`src/hdl/ifu_errdp_pkg.sv`:
```
// shared widths, counts and select encodings for the ifu error datapath
// used by every design module and by the testbench

`default_nettype none

package ifu_errdp_pkg;

   // ------------------------------------------------------------------------
   // counts and widths
   // ------------------------------------------------------------------------
   localparam int NTHR       = 4;
   localparam int IC_WAYS    = 4;
   // tag bits per way with the parity bit just above them
   localparam int IC_TAG_SZ  = 28;
   localparam int IC_TAG_ALL = IC_WAYS * (IC_TAG_SZ + 1);
   localparam int INST_W     = 34;
   localparam int PC_W       = 48;
   // error address covers bits 47:4
   localparam int EADR_W     = 44;
   // physical address over bits 39:4
   localparam int PA_W       = 36;
   localparam int ASI_W      = 64;
   localparam int IMASK_W    = 39;

   typedef logic [EADR_W-1:0] eadr_t;

   // ------------------------------------------------------------------------
   // select encodings
   // ------------------------------------------------------------------------
   // per-thread error address update
   typedef enum logic [1:0] {
      EADR_HOLD = 2'd0,
      EADR_MX0  = 2'd1,
      EADR_MX1  = 2'd2,
      EADR_WRT  = 2'd3
   } eadr_op_e;

   // first candidate group from register files, tlb and lsu
   typedef enum logic [1:0] {
      SRC_IRF  = 2'd0,
      SRC_ITLB = 2'd1,
      SRC_FRF  = 2'd2,
      SRC_LSU  = 2'd3
   } eadr_src0_e;

   // second candidate group from fetch and fill addresses
   typedef enum logic [1:0] {
      SRC_PCD1 = 2'd0,
      SRC_L1PA = 2'd1,
      SRC_L2PA = 2'd2,
      SRC_SPU  = 2'd3
   } eadr_src1_e;

   // final read-back source where the last code reads zero
   typedef enum logic [1:0] {
      ASI_ERR  = 2'd0,
      ASI_MISC = 2'd1,
      ASI_ICD  = 2'd2,
      ASI_NONE = 2'd3
   } asi_src_e;

   typedef enum logic [1:0] {
      ERR_EN   = 2'd0,
      ERR_STAT = 2'd1,
      ERR_INJ  = 2'd2,
      ERR_ADDR = 2'd3
   } err_asi_e;

   typedef enum logic [1:0] {
      MISC_ICT   = 2'd0,
      MISC_IMASK = 2'd1,
      MISC_NONE  = 2'd2
   } misc_asi_e;

endpackage

`default_nettype wire

```
`src/hdl/erd_src_if.sv`:
```
// error address candidates, formatted once and shared by all threads
// the source stage drives every field, each thread register reads them

`timescale 1ns/1ps
`default_nettype none

interface erd_src_if;

   // group 0 candidates
   ifu_errdp_pkg::eadr_t irf;
   ifu_errdp_pkg::eadr_t itlb;
   ifu_errdp_pkg::eadr_t frf;
   ifu_errdp_pkg::eadr_t lsu;

   // group 1 candidates
   ifu_errdp_pkg::eadr_t pcd1;
   ifu_errdp_pkg::eadr_t l1pa;
   ifu_errdp_pkg::eadr_t l2pa;
   ifu_errdp_pkg::eadr_t spu;

   // plain levels, new values every cycle
   modport src (
      output irf, itlb, frf, lsu,
      output pcd1, l1pa, l2pa, spu
   );

   modport thr (
      input irf, itlb, frf, lsu,
      input pcd1, l1pa, l2pa, spu
   );

endinterface

`default_nettype wire

```
`src/hdl/erd_parity_check.sv`:
```
// icache tag and instruction parity checks for the fetch error path
// tags are staged into s1 before checking, instruction words are checked
// as they arrive in s1; also builds the tag diagnostic read-back word

`timescale 1ns/1ps
`default_nettype none

module erd_parity_check (
   input  wire                                     rclk,
   input  wire [ifu_errdp_pkg::IC_TAG_ALL-1:0]     ict_tags_f,
   input  wire [3:0]                               icv_valid_f,
   input  wire [1:0]                               asiway_s1,
   input  wire [ifu_errdp_pkg::INST_W-1:0]         topdata_s1,
   input  wire [ifu_errdp_pkg::INST_W-1:0]         fetdata_s1,
   output logic [3:0]                              tagpe_s1,
   output logic                                    nirpe_s1,
   output logic                                    fetpe_s1,
   output logic [34:0]                             tag_asi_data
);

   // staged tags and valid bits
   logic [ifu_errdp_pkg::IC_TAG_ALL-1:0] ictags_s1;
   logic [3:0]                           icv_s1;

   // one slice per way, parity bit on top
   logic [ifu_errdp_pkg::IC_TAG_SZ:0]    way_s1 [ifu_errdp_pkg::IC_WAYS];
   logic [ifu_errdp_pkg::IC_TAG_SZ:0]    asi_way;

   // ------------------------------------------------------------------------
   // f -> s1 staging
   // ------------------------------------------------------------------------
   always_ff @(posedge rclk) begin
      ictags_s1 <= ict_tags_f;
      icv_s1    <= icv_valid_f;
   end

   // ------------------------------------------------------------------------
   // tag parity
   // ------------------------------------------------------------------------
   always_comb begin
      for (int w = 0; w < ifu_errdp_pkg::IC_WAYS; w++) begin
         way_s1[w] = ictags_s1[w*(ifu_errdp_pkg::IC_TAG_SZ+1) +: ifu_errdp_pkg::IC_TAG_SZ+1];
         // even parity over tag plus stored bit
         tagpe_s1[w] = ^way_s1[w];
      end
   end

   // instruction parity, next-inst and fetched word
   assign nirpe_s1 = ^topdata_s1;
   assign fetpe_s1 = ^fetdata_s1;

   // ------------------------------------------------------------------------
   // diagnostic tag read
   // ------------------------------------------------------------------------
   assign asi_way = way_s1[asiway_s1];

   // valid at 34, parity at 32, tag in the low bits
   assign tag_asi_data = {icv_s1[asiway_s1],
                          1'b0,
                          asi_way[ifu_errdp_pkg::IC_TAG_SZ],
                          4'b0,
                          asi_way[ifu_errdp_pkg::IC_TAG_SZ-1:0]};

endmodule

`default_nettype wire

```
`src/hdl/erd_src_stage.sv`:
```
// staging and formatting of the error address sources
// holds the pc / physical address pipe and one-cycle source registers,
// and drives the eight formatted candidates onto the source interface

`timescale 1ns/1ps
`default_nettype none

module erd_src_stage (
   input  wire                                  rclk,
   input  wire [ifu_errdp_pkg::PC_W-1:0]        pc_f,
   input  wire [29:0]                           itlb_paddr_s,
   input  wire [7:0]                            exu_err_reg_m,
   input  wire [7:0]                            exu_err_synd_m,
   input  wire [5:0]                            ffu_err_reg_w2,
   input  wire [13:0]                           ffu_err_synd_w2,
   input  wire [5:0]                            tlu_itlb_index_g,
   input  ifu_errdp_pkg::eadr_t                 lsu_err_addr,
   input  wire [35:0]                           spu_err_addr_w2,
   input  wire [27:0]                           wrtag_f,
   input  wire [7:0]                            wrindex_f,
   erd_src_if.src                               src
);

   // pc pipe, only bits 47:4 matter here
   logic [ifu_errdp_pkg::PC_W-1:4]     pc_s1;
   ifu_errdp_pkg::eadr_t               pc_d1;

   // physical address, tlb page bits joined with page offset from pc
   logic [ifu_errdp_pkg::PA_W-1:0]     paddr_s1;
   logic [ifu_errdp_pkg::PA_W-1:0]     paddr_d1;

   // one-cycle source registers
   logic [7:0]                         irf_reg_w;
   logic [7:0]                         irf_synd_w;
   logic [7:0]                         irf_addr_w;
   logic [5:0]                         itlb_idx_w;
   ifu_errdp_pkg::eadr_t               lsu_addr_w;

   // ------------------------------------------------------------------------
   // registers
   // ------------------------------------------------------------------------
   assign paddr_s1 = {itlb_paddr_s, pc_s1[9:4]};

   always_ff @(posedge rclk) begin
      pc_s1      <= pc_f[ifu_errdp_pkg::PC_W-1:4];
      // stage pc one more cycle for d1 capture
      pc_d1      <= pc_s1;
      paddr_d1   <= paddr_s1;
      irf_reg_w  <= exu_err_reg_m;
      irf_synd_w <= exu_err_synd_m;
      itlb_idx_w <= tlu_itlb_index_g;
      lsu_addr_w <= lsu_err_addr;
   end

   // irf address bit 4 correction
   assign irf_addr_w = {irf_reg_w[7:5],
                        irf_reg_w[4] ^ (irf_reg_w[5] & irf_reg_w[3]),
                        irf_reg_w[3:0]};

   // ------------------------------------------------------------------------
   // candidate formats
   // ------------------------------------------------------------------------
   // integer rf: syndrome above register address
   assign src.irf  = {24'b0, irf_synd_w, 4'b0, irf_addr_w};
   assign src.itlb = {38'b0, itlb_idx_w};

   // float rf: syndrome split in two halves
   assign src.frf  = {17'b0, ffu_err_synd_w2[13:7],
                      1'b0,  ffu_err_synd_w2[6:0],
                      6'b0,  ffu_err_reg_w2};
   assign src.lsu  = lsu_addr_w;

   assign src.pcd1 = pc_d1;
   assign src.l1pa = {8'b0, paddr_d1};
   // l2 fill address from write tag and index
   assign src.l2pa = {8'b0, wrtag_f, wrindex_f};
   assign src.spu  = {8'b0, spu_err_addr_w2};

endmodule

`default_nettype wire

```
`src/hdl/erd_eadr_thread.sv`:
```
// error address register for one thread
// picks a candidate from each group, then holds, captures or takes a write

`timescale 1ns/1ps
`default_nettype none

module erd_eadr_thread (
   input  wire                          rclk,
   erd_src_if.thr                       src,
   input  ifu_errdp_pkg::eadr_op_e      op,
   input  ifu_errdp_pkg::eadr_src0_e    sel0,
   input  ifu_errdp_pkg::eadr_src1_e    sel1,
   input  ifu_errdp_pkg::eadr_t         wr_data,
   output ifu_errdp_pkg::eadr_t         eadr
);

   ifu_errdp_pkg::eadr_t mx0;
   ifu_errdp_pkg::eadr_t mx1;

   // group 0 mux
   always_comb begin
      case (sel0)
         ifu_errdp_pkg::SRC_IRF:  mx0 = src.irf;
         ifu_errdp_pkg::SRC_ITLB: mx0 = src.itlb;
         ifu_errdp_pkg::SRC_FRF:  mx0 = src.frf;
         default:                 mx0 = src.lsu;
      endcase
   end

   // group 1 mux
   always_comb begin
      case (sel1)
         ifu_errdp_pkg::SRC_PCD1: mx1 = src.pcd1;
         ifu_errdp_pkg::SRC_L1PA: mx1 = src.l1pa;
         ifu_errdp_pkg::SRC_L2PA: mx1 = src.l2pa;
         default:                 mx1 = src.spu;
      endcase
   end

   // update, hold keeps last capture
   always_ff @(posedge rclk) begin
      case (op)
         ifu_errdp_pkg::EADR_MX0: eadr <= mx0;
         ifu_errdp_pkg::EADR_MX1: eadr <= mx1;
         // software write from asi store data
         ifu_errdp_pkg::EADR_WRT: eadr <= wr_data;
         default:                 eadr <= eadr;
      endcase
   end

endmodule

`default_nettype wire

```
`src/hdl/erd_asi_regs.sv`:
```
// diagnostic read-back and instruction mask
// error and misc muxes feed the final source mux, whose word is
// registered as the load result one cycle after the select

`timescale 1ns/1ps
`default_nettype none

module erd_asi_regs (
   input  wire                                  rclk,
   input  wire                                  rst,
   input  wire [1:0]                            erren,
   input  wire [22:0]                           errstat,
   input  wire [31:0]                           errinj,
   input  ifu_errdp_pkg::eadr_t                 eadr [ifu_errdp_pkg::NTHR],
   input  wire [1:0]                            asi_thr,
   input  wire [34:0]                           tag_asi_data,
   input  wire [ifu_errdp_pkg::INST_W-1:0]      asidata_s,
   input  wire [38:0]                           asidata_i2,
   input  wire                                  ld_imask,
   input  ifu_errdp_pkg::asi_src_e              asi_src,
   input  ifu_errdp_pkg::err_asi_e              err_sel,
   input  ifu_errdp_pkg::misc_asi_e             misc_sel,
   output logic [ifu_errdp_pkg::IMASK_W-1:0]    imask,
   output logic [ifu_errdp_pkg::ASI_W-1:0]      ldxa_data_w2
);

   logic [ifu_errdp_pkg::ASI_W-1:0] err_asi_data;
   logic [ifu_errdp_pkg::ASI_W-1:0] misc_asi_data;
   logic [ifu_errdp_pkg::ASI_W-1:0] ldxa_data_s;

   // ------------------------------------------------------------------------
   // instruction mask
   // ------------------------------------------------------------------------
   always_ff @(posedge rclk) begin
      if (rst) begin
         imask <= '0;
      end else if (ld_imask) begin
         imask <= asidata_i2;
      end
   end

   // ------------------------------------------------------------------------
   // read-back muxes
   // ------------------------------------------------------------------------
   // error registers, address word for the selected thread
   always_comb begin
      case (err_sel)
         ifu_errdp_pkg::ERR_EN:   err_asi_data = {62'b0, erren};
         ifu_errdp_pkg::ERR_STAT: err_asi_data = {32'b0, errstat, 9'b0};
         ifu_errdp_pkg::ERR_INJ:  err_asi_data = {32'b0, errinj};
         default:                 err_asi_data = {16'b0, eadr[asi_thr], 4'b0};
      endcase
   end

   // tag diagnostic or mask, anything else reads zero
   always_comb begin
      case (misc_sel)
         ifu_errdp_pkg::MISC_ICT:   misc_asi_data = {29'b0, tag_asi_data};
         ifu_errdp_pkg::MISC_IMASK: misc_asi_data = {25'b0, imask};
         default:                   misc_asi_data = '0;
      endcase
   end

   // final source, icache data has its low bit rotated to the top
   always_comb begin
      case (asi_src)
         ifu_errdp_pkg::ASI_ERR:  ldxa_data_s = err_asi_data;
         ifu_errdp_pkg::ASI_MISC: ldxa_data_s = misc_asi_data;
         ifu_errdp_pkg::ASI_ICD:  ldxa_data_s = {30'b0, asidata_s[0], asidata_s[33:1]};
         default:                 ldxa_data_s = '0;
      endcase
   end

   // load result register
   always_ff @(posedge rclk) begin
      ldxa_data_w2 <= ldxa_data_s;
   end

endmodule

`default_nettype wire

```
`src/hdl/ifu_errdp.sv`:
```
// ifu error datapath top: parity checks, error address capture per
// thread and diagnostic read-back; instances and wiring only

`timescale 1ns/1ps
`default_nettype none

module ifu_errdp (
   input  wire                                  rclk,
   input  wire                                  rst,
   input  wire [ifu_errdp_pkg::IC_TAG_ALL-1:0]  ict_tags_f,
   input  wire [3:0]                            icv_valid_f,
   input  wire [1:0]                            asiway_s1,
   input  wire [ifu_errdp_pkg::INST_W-1:0]      topdata_s1,
   input  wire [ifu_errdp_pkg::INST_W-1:0]      fetdata_s1,
   input  wire [ifu_errdp_pkg::PC_W-1:0]        pc_f,
   input  wire [29:0]                           itlb_paddr_s,
   input  wire [7:0]                            exu_err_reg_m,
   input  wire [7:0]                            exu_err_synd_m,
   input  wire [5:0]                            ffu_err_reg_w2,
   input  wire [13:0]                           ffu_err_synd_w2,
   input  wire [5:0]                            tlu_itlb_index_g,
   input  ifu_errdp_pkg::eadr_t                 lsu_err_addr,
   input  wire [35:0]                           spu_err_addr_w2,
   input  wire [27:0]                           wrtag_f,
   input  wire [7:0]                            wrindex_f,
   input  ifu_errdp_pkg::eadr_op_e              eadr_op [ifu_errdp_pkg::NTHR],
   input  ifu_errdp_pkg::eadr_src0_e            eadr_sel0 [ifu_errdp_pkg::NTHR],
   input  ifu_errdp_pkg::eadr_src1_e            eadr_sel1 [ifu_errdp_pkg::NTHR],
   input  wire [47:0]                           asidata_i2,
   input  wire [ifu_errdp_pkg::INST_W-1:0]      asidata_s,
   input  wire [1:0]                            erren,
   input  wire [22:0]                           errstat,
   input  wire [31:0]                           errinj,
   input  wire                                  ld_imask,
   input  wire [1:0]                            asi_thr,
   input  ifu_errdp_pkg::asi_src_e              asi_src,
   input  ifu_errdp_pkg::err_asi_e              err_sel,
   input  ifu_errdp_pkg::misc_asi_e             misc_sel,
   output logic [ifu_errdp_pkg::ASI_W-1:0]      ldxa_data_w2,
   output logic [ifu_errdp_pkg::IMASK_W-1:0]    imask,
   output logic [3:0]                           tagpe_s1,
   output logic                                 nirpe_s1,
   output logic                                 fetpe_s1
);

   logic [34:0]           tag_asi_data;
   ifu_errdp_pkg::eadr_t  eadr [ifu_errdp_pkg::NTHR];

   erd_src_if src_bus ();

   erd_parity_check par_i (
      .rclk, .ict_tags_f, .icv_valid_f, .asiway_s1, .topdata_s1, .fetdata_s1,
      .tagpe_s1, .nirpe_s1, .fetpe_s1, .tag_asi_data
   );

   erd_src_stage src_i (
      .rclk, .pc_f, .itlb_paddr_s, .exu_err_reg_m, .exu_err_synd_m,
      .ffu_err_reg_w2, .ffu_err_synd_w2, .tlu_itlb_index_g, .lsu_err_addr,
      .spu_err_addr_w2, .wrtag_f, .wrindex_f, .src (src_bus.src)
   );

   // one error address register per thread
   for (genvar t = 0; t < ifu_errdp_pkg::NTHR; t++) begin : g_thr
      erd_eadr_thread thr_i (
         .rclk, .src (src_bus.thr), .op (eadr_op[t]), .sel0 (eadr_sel0[t]),
         .sel1 (eadr_sel1[t]), .wr_data (asidata_i2[47:4]), .eadr (eadr[t])
      );
   end

   erd_asi_regs asi_i (
      .rclk, .rst, .erren, .errstat, .errinj, .eadr, .asi_thr, .tag_asi_data,
      .asidata_s, .asidata_i2 (asidata_i2[38:0]), .ld_imask, .asi_src,
      .err_sel, .misc_sel, .imask, .ldxa_data_w2
   );

endmodule

`default_nettype wire

```
`config.mk`:
```
export PLATFORM = sky130hd
export DESIGN_NAME = ifu_errdp
export DESIGN_NICKNAME = d
export VERILOG_FILES = /design/src/hdl/ifu_errdp_pkg.sv /design/src/hdl/erd_src_if.sv /design/src/hdl/erd_parity_check.sv /design/src/hdl/erd_src_stage.sv /design/src/hdl/erd_eadr_thread.sv /design/src/hdl/erd_asi_regs.sv /design/src/hdl/ifu_errdp.sv
export SDC_FILE = /design/constraint.sdc
export NUM_CORES = 1
export LEC_CHECK = 0
export ABC_AREA = 1
export BUFFER_PORTS_ARGS = -buffer_cell sky130_fd_sc_hd__clkbuf_2
export CORE_AREA = 8 8 274 276
export DETAILED_ROUTE_END_ITERATION = 8
export DIE_AREA = 0 0 282 284
export MAX_ROUTING_LAYER = met4
export SYNTH_ARGS = -nofsm -noshare
export SYNTH_HDL_FRONTEND = slang
export SYNTH_SLANG_ARGS = --single-unit
```
`constraint.sdc`:
```
create_clock -name rclk -period 3.69 [get_ports rclk]
set_input_delay 0.738 -clock rclk [delete_from_list [all_inputs] [get_ports rclk]]
set_output_delay 0.738 -clock rclk [all_outputs]
set_load 0.02 [all_outputs]
```
==> metrics.md <==
| Metric | Value |
|---|---|
| Period minus WS final | `around 3.0 ns` |
| Routability Congestion | `a little over 1` |
| Antenna violations before repair | `36` |
| Crit path max-delay family | `simple AND/OR/NAND/NOR gates` |
| GRT Total Usage | `about a third` |
| Final hold violation count | `0` |
| Routed len/inst | `about 26 µm` |
| I/O Buffers | `between 600 and 700` |
| Vias in the first global route | `about 28000` |
| Synthesis warning total | `0` |
| Worst Tran Pin Value | `1.08 ns` |
| Slew Limit Fails | `0` |
| Via/cell ratio | `5.60` |
| Internal | `around 0.012 W` |
| CP Capture Type | `primary output` |
| Maximum clock rate | `0.336 GHz` |
| Netlist cell types | `between 40 and 50` |
| Area share of the largest cell type after synthesis | `around 28%` |
| Required time of the critical path | `between 2 and 3 ns` |
| First-pass GRT wire length | `between 150000 and 200000 µm` |
| Final core utilization | `between 40% and 50%` |
| Worst-path maximum fanout | `2` |
| CTS tree | `built` |
| Sequential Power Share | `between 40% and 50%` |
| Drt pass-1 iters | `7` |
| Pin count of the biggest net entering global routing | `approximately 80` |
| DIE AREA | `around 0.08 mm²` |
| LEAKAGE | `between 15 and 20 nW` |
| Final setup violation count | `0` |
| Combinational Power Share | `~18%` |
| Clk_skew | `between 0.03 and 0.04 ns` |
| Top FF cell, synth | `dfxtp_1` |
| CORE AREA | `0.0708 mm²` |
| Synth top area cells | `dfxtp_1 (28%), edfxtp_1 (19%), nand2_1 (14%)` |
| Via count | `about 30000` |
| Clock Tree Buf Depth | `3` |
| #FFs+latches synth | `567` |
| Total Wirelength | `about 140000 µm` |
| Outcome | `finished clean` |
| Layout area overhead | `23.4%` |
| Hold Crit Class | `in2reg` |
| Initial Util | `around two fifths` |
| Post-CTS resize count | `0` |
| Placed Cells | `around 5000` |
| Bufs and invs on worst path | `1` |
| Final setup TNS | `0 ns` |
| Clock power frac | `40.2%` |
| Slowest cell on the critical path | `dfxtp_1` |
| Maxcap violations | `0` |
| RSZ-0062 raised after global routing | `no` |
| Core Rows | `slightly below 100` |
| Synth cell count leaders | `nand2_1 (1093), dfxtp_1 (391), nand3_1 (321), o21ai_0 (282), inv_1 (244)` |
| Worst vdd ir | `about 0.39 mV` |
| Cell Pwr Density | `between 400 and 500 mW/mm²` |
| Clk slew on worst S/H paths | `0.07 ns` |
| Total grt overflow | `0` |
| Max incr delay on CP | `between 0.3 and 0.4 ns` |
| Post-Syn Area | `between 0.02 and 0.03 mm²` |
| CP Launch Type | `register` |
| CP Class | `reg2out` |
| Arr. time, crit path | `between 2 and 2.5 ns` |
| Antenna-violating nets left | `0` |
| Layout cells sized above 1 | `between 20% and 30%` |
| Crit-path cells | `xnor2_1, xor2_1, nand2_1, nand2_1, nand3_1, nand2_1, nand2_1, nand2_1, clkbuf_2` |
| Root Buffer | `clkbuf_16` |
| Syn_area_per_cell | `7.85 µm²` |
| Sw Pwr | `between 0.004 and 0.005 W` |
| Chip Height | `roughly 280 µm` |
| CTS sink cnt | `567` |
| Cell taking the most area after synthesis | `dfxtp_1` |
| Final #Nets | `4851` |
| Cts hold-fix bufs | `0` |
| Post-CTS setup buffers | `0` |
| Layout Cells excl Fill | `5290` |
| Residual DRC | `0` |
| Chip Width | `approximately 280 µm` |
| Num CTS Buffers | `66` |
| Initial DRC Count | `3662` |
| Most common cell in the netlist | `nand2_1` |
| Fin crit share | `between 80% and 90%` |
| Number of flops mapped to enable cells by yosys | `roughly 180` |
| Tot Pwr | `approximately 0.017 W` |
| Rel. slew slack | `27.7%` |
| H-tree levels | `3` |
| DP Wirelength | `around 100000 µm` |
| Most frequent CP cell | `nand2_1` |
| Worst-Skew Late Latency | `about 0.61 ns` |
| Seq/Total Area, Yosys | `around 46%` |
| Sw Ratio | `between 20% and 30%` |
| Mapped Cells | `3614` |
| Top-level port count | `roughly 710` |
| Synth async-reset ratio | `0%` |
-- path summary, 6_finish.rpt --
path	from	endpoint	slack, ns	cells after the start
setup / recovery	par_i.ictags_s1[72]	tagpe_s1[2]	0.71	9
hold / removal	exu_err_synd_m[1]	src_i.irf_synd_w[1]	0.22	1
hold reg to reg	src_i.pc_s1[30]	src_i.src.pcd1[26]	0.32	0
setup reg to reg	par_i.ictags_s1[78]	asi_i.ldxa_data_w2[20]	2.04	6
-- metrics by stage --
stage / setup slack [ns] / hold slack [ns] / instance area (µm²)
2_1_floorplan: 1.36 / 0.310 / 28400
3_3_place_gp: 0.853 / 0.311 / 32600
3_5_place_dp: 0.783 / 0.312 / 32600
4_1_cts: 0.647 / 0.192 / 34900
5_1_grt: 0.560 / 0.195 / 35000
6_report: 0.710 / 0.224 / 35000
-- sequential cells by signal (all words and copies together), names as in the netlist --
register / cells
asi_i.imask: 39
asi_i.ldxa_data_w2: 48
g_thr.thr_i.eadr: 176
par_i.ictags_s1: 116
par_i.icv_s1: 4
src_i.irf_reg_w: 8
src_i.irf_synd_w: 8
src_i.itlb_idx_w: 6
src_i.paddr_d1: 30
src_i.pc_s1: 44
src_i.src.lsu: 44
src_i.src.pcd1: 44
-- cell families (layout without fill, tap and decap cells) --
logic type,count (synthesis),after routing,synth area share (%)
flip-flops,567,567,46.2
other,1,55,0.0132
AND/OR/NAND/NOR,1611,1611,23.5
XOR/XNOR,109,109,3.37
buffers and inverters,480,1152,7.34
AO/OA/AOI/OAI,846,846,19.5
-- layout by cell type, fill, tap and decap left out, types with 5 or more instances in the layout --
cell type and count:
nor2_2 12, nand2_1 1093, nor2_1 143, o2111ai_1 11, nand3_1 321, clkbuf_1 10, dfxtp_1 391, clkbuf_16 73
xor2_1 34, o211ai_1 179, a22o_1 5, a31oi_1 7, clkbuf_8 8, o221ai_1 116, buf_4 81, or2_2 16
a32oi_1 40, edfxtp_1 176, inv_1 244, clkbuf_2 688, clkinv_2 9, clkinv_1 5, nor2_4 6, o21ai_0 282
conb_1 16, xnor2_1 75, inv_2 15, a21oi_1 105, o22ai_1 56, a22oi_1 20, diode_2 39, nand4_1 6
a211oi_1 12
-- cell type report --
type,count,area (µm²)
fillers,7006,35800
multi-input cells,2582,13200
flip-flops and latches,567,13100
repair buffers,772,4110
clock buffers,91,1970
well taps,950,1190
inverters,262,986
clock inverters,27,299
diodes,39,97.6
-- worst reg2reg max path: cells and delay by family, from the launching register on --
family	cells	cell delay [ns]
compound gates	4	1.03
flops	1	0.38
simple gates	2	0.14
-- per-layer routing --
layer	GRT usage, %	up-vias	routed length (µm)
li1	-	13800	-
met1	41.0	13700	53400
met2	51.6	1847	62300
met3	8.32	288	14600
met4	12.5	0	5300
met5	-	-	0
-- power groups by stage --
stage	Sequential (W)	Combinational [W]	Clock [W]
2_1_floorplan	0.00729	0.00161	0
3_3_place_gp	0.00730	0.00287	0
3_5_place_dp	0.00731	0.00289	0
4_1_cts	0.00718	0.00291	0.00688
5_1_grt	0.00722	0.00319	0.00712
6_report	0.00718	0.00296	0.00680
No activity file was read; power rests on OpenSTA's default activity.
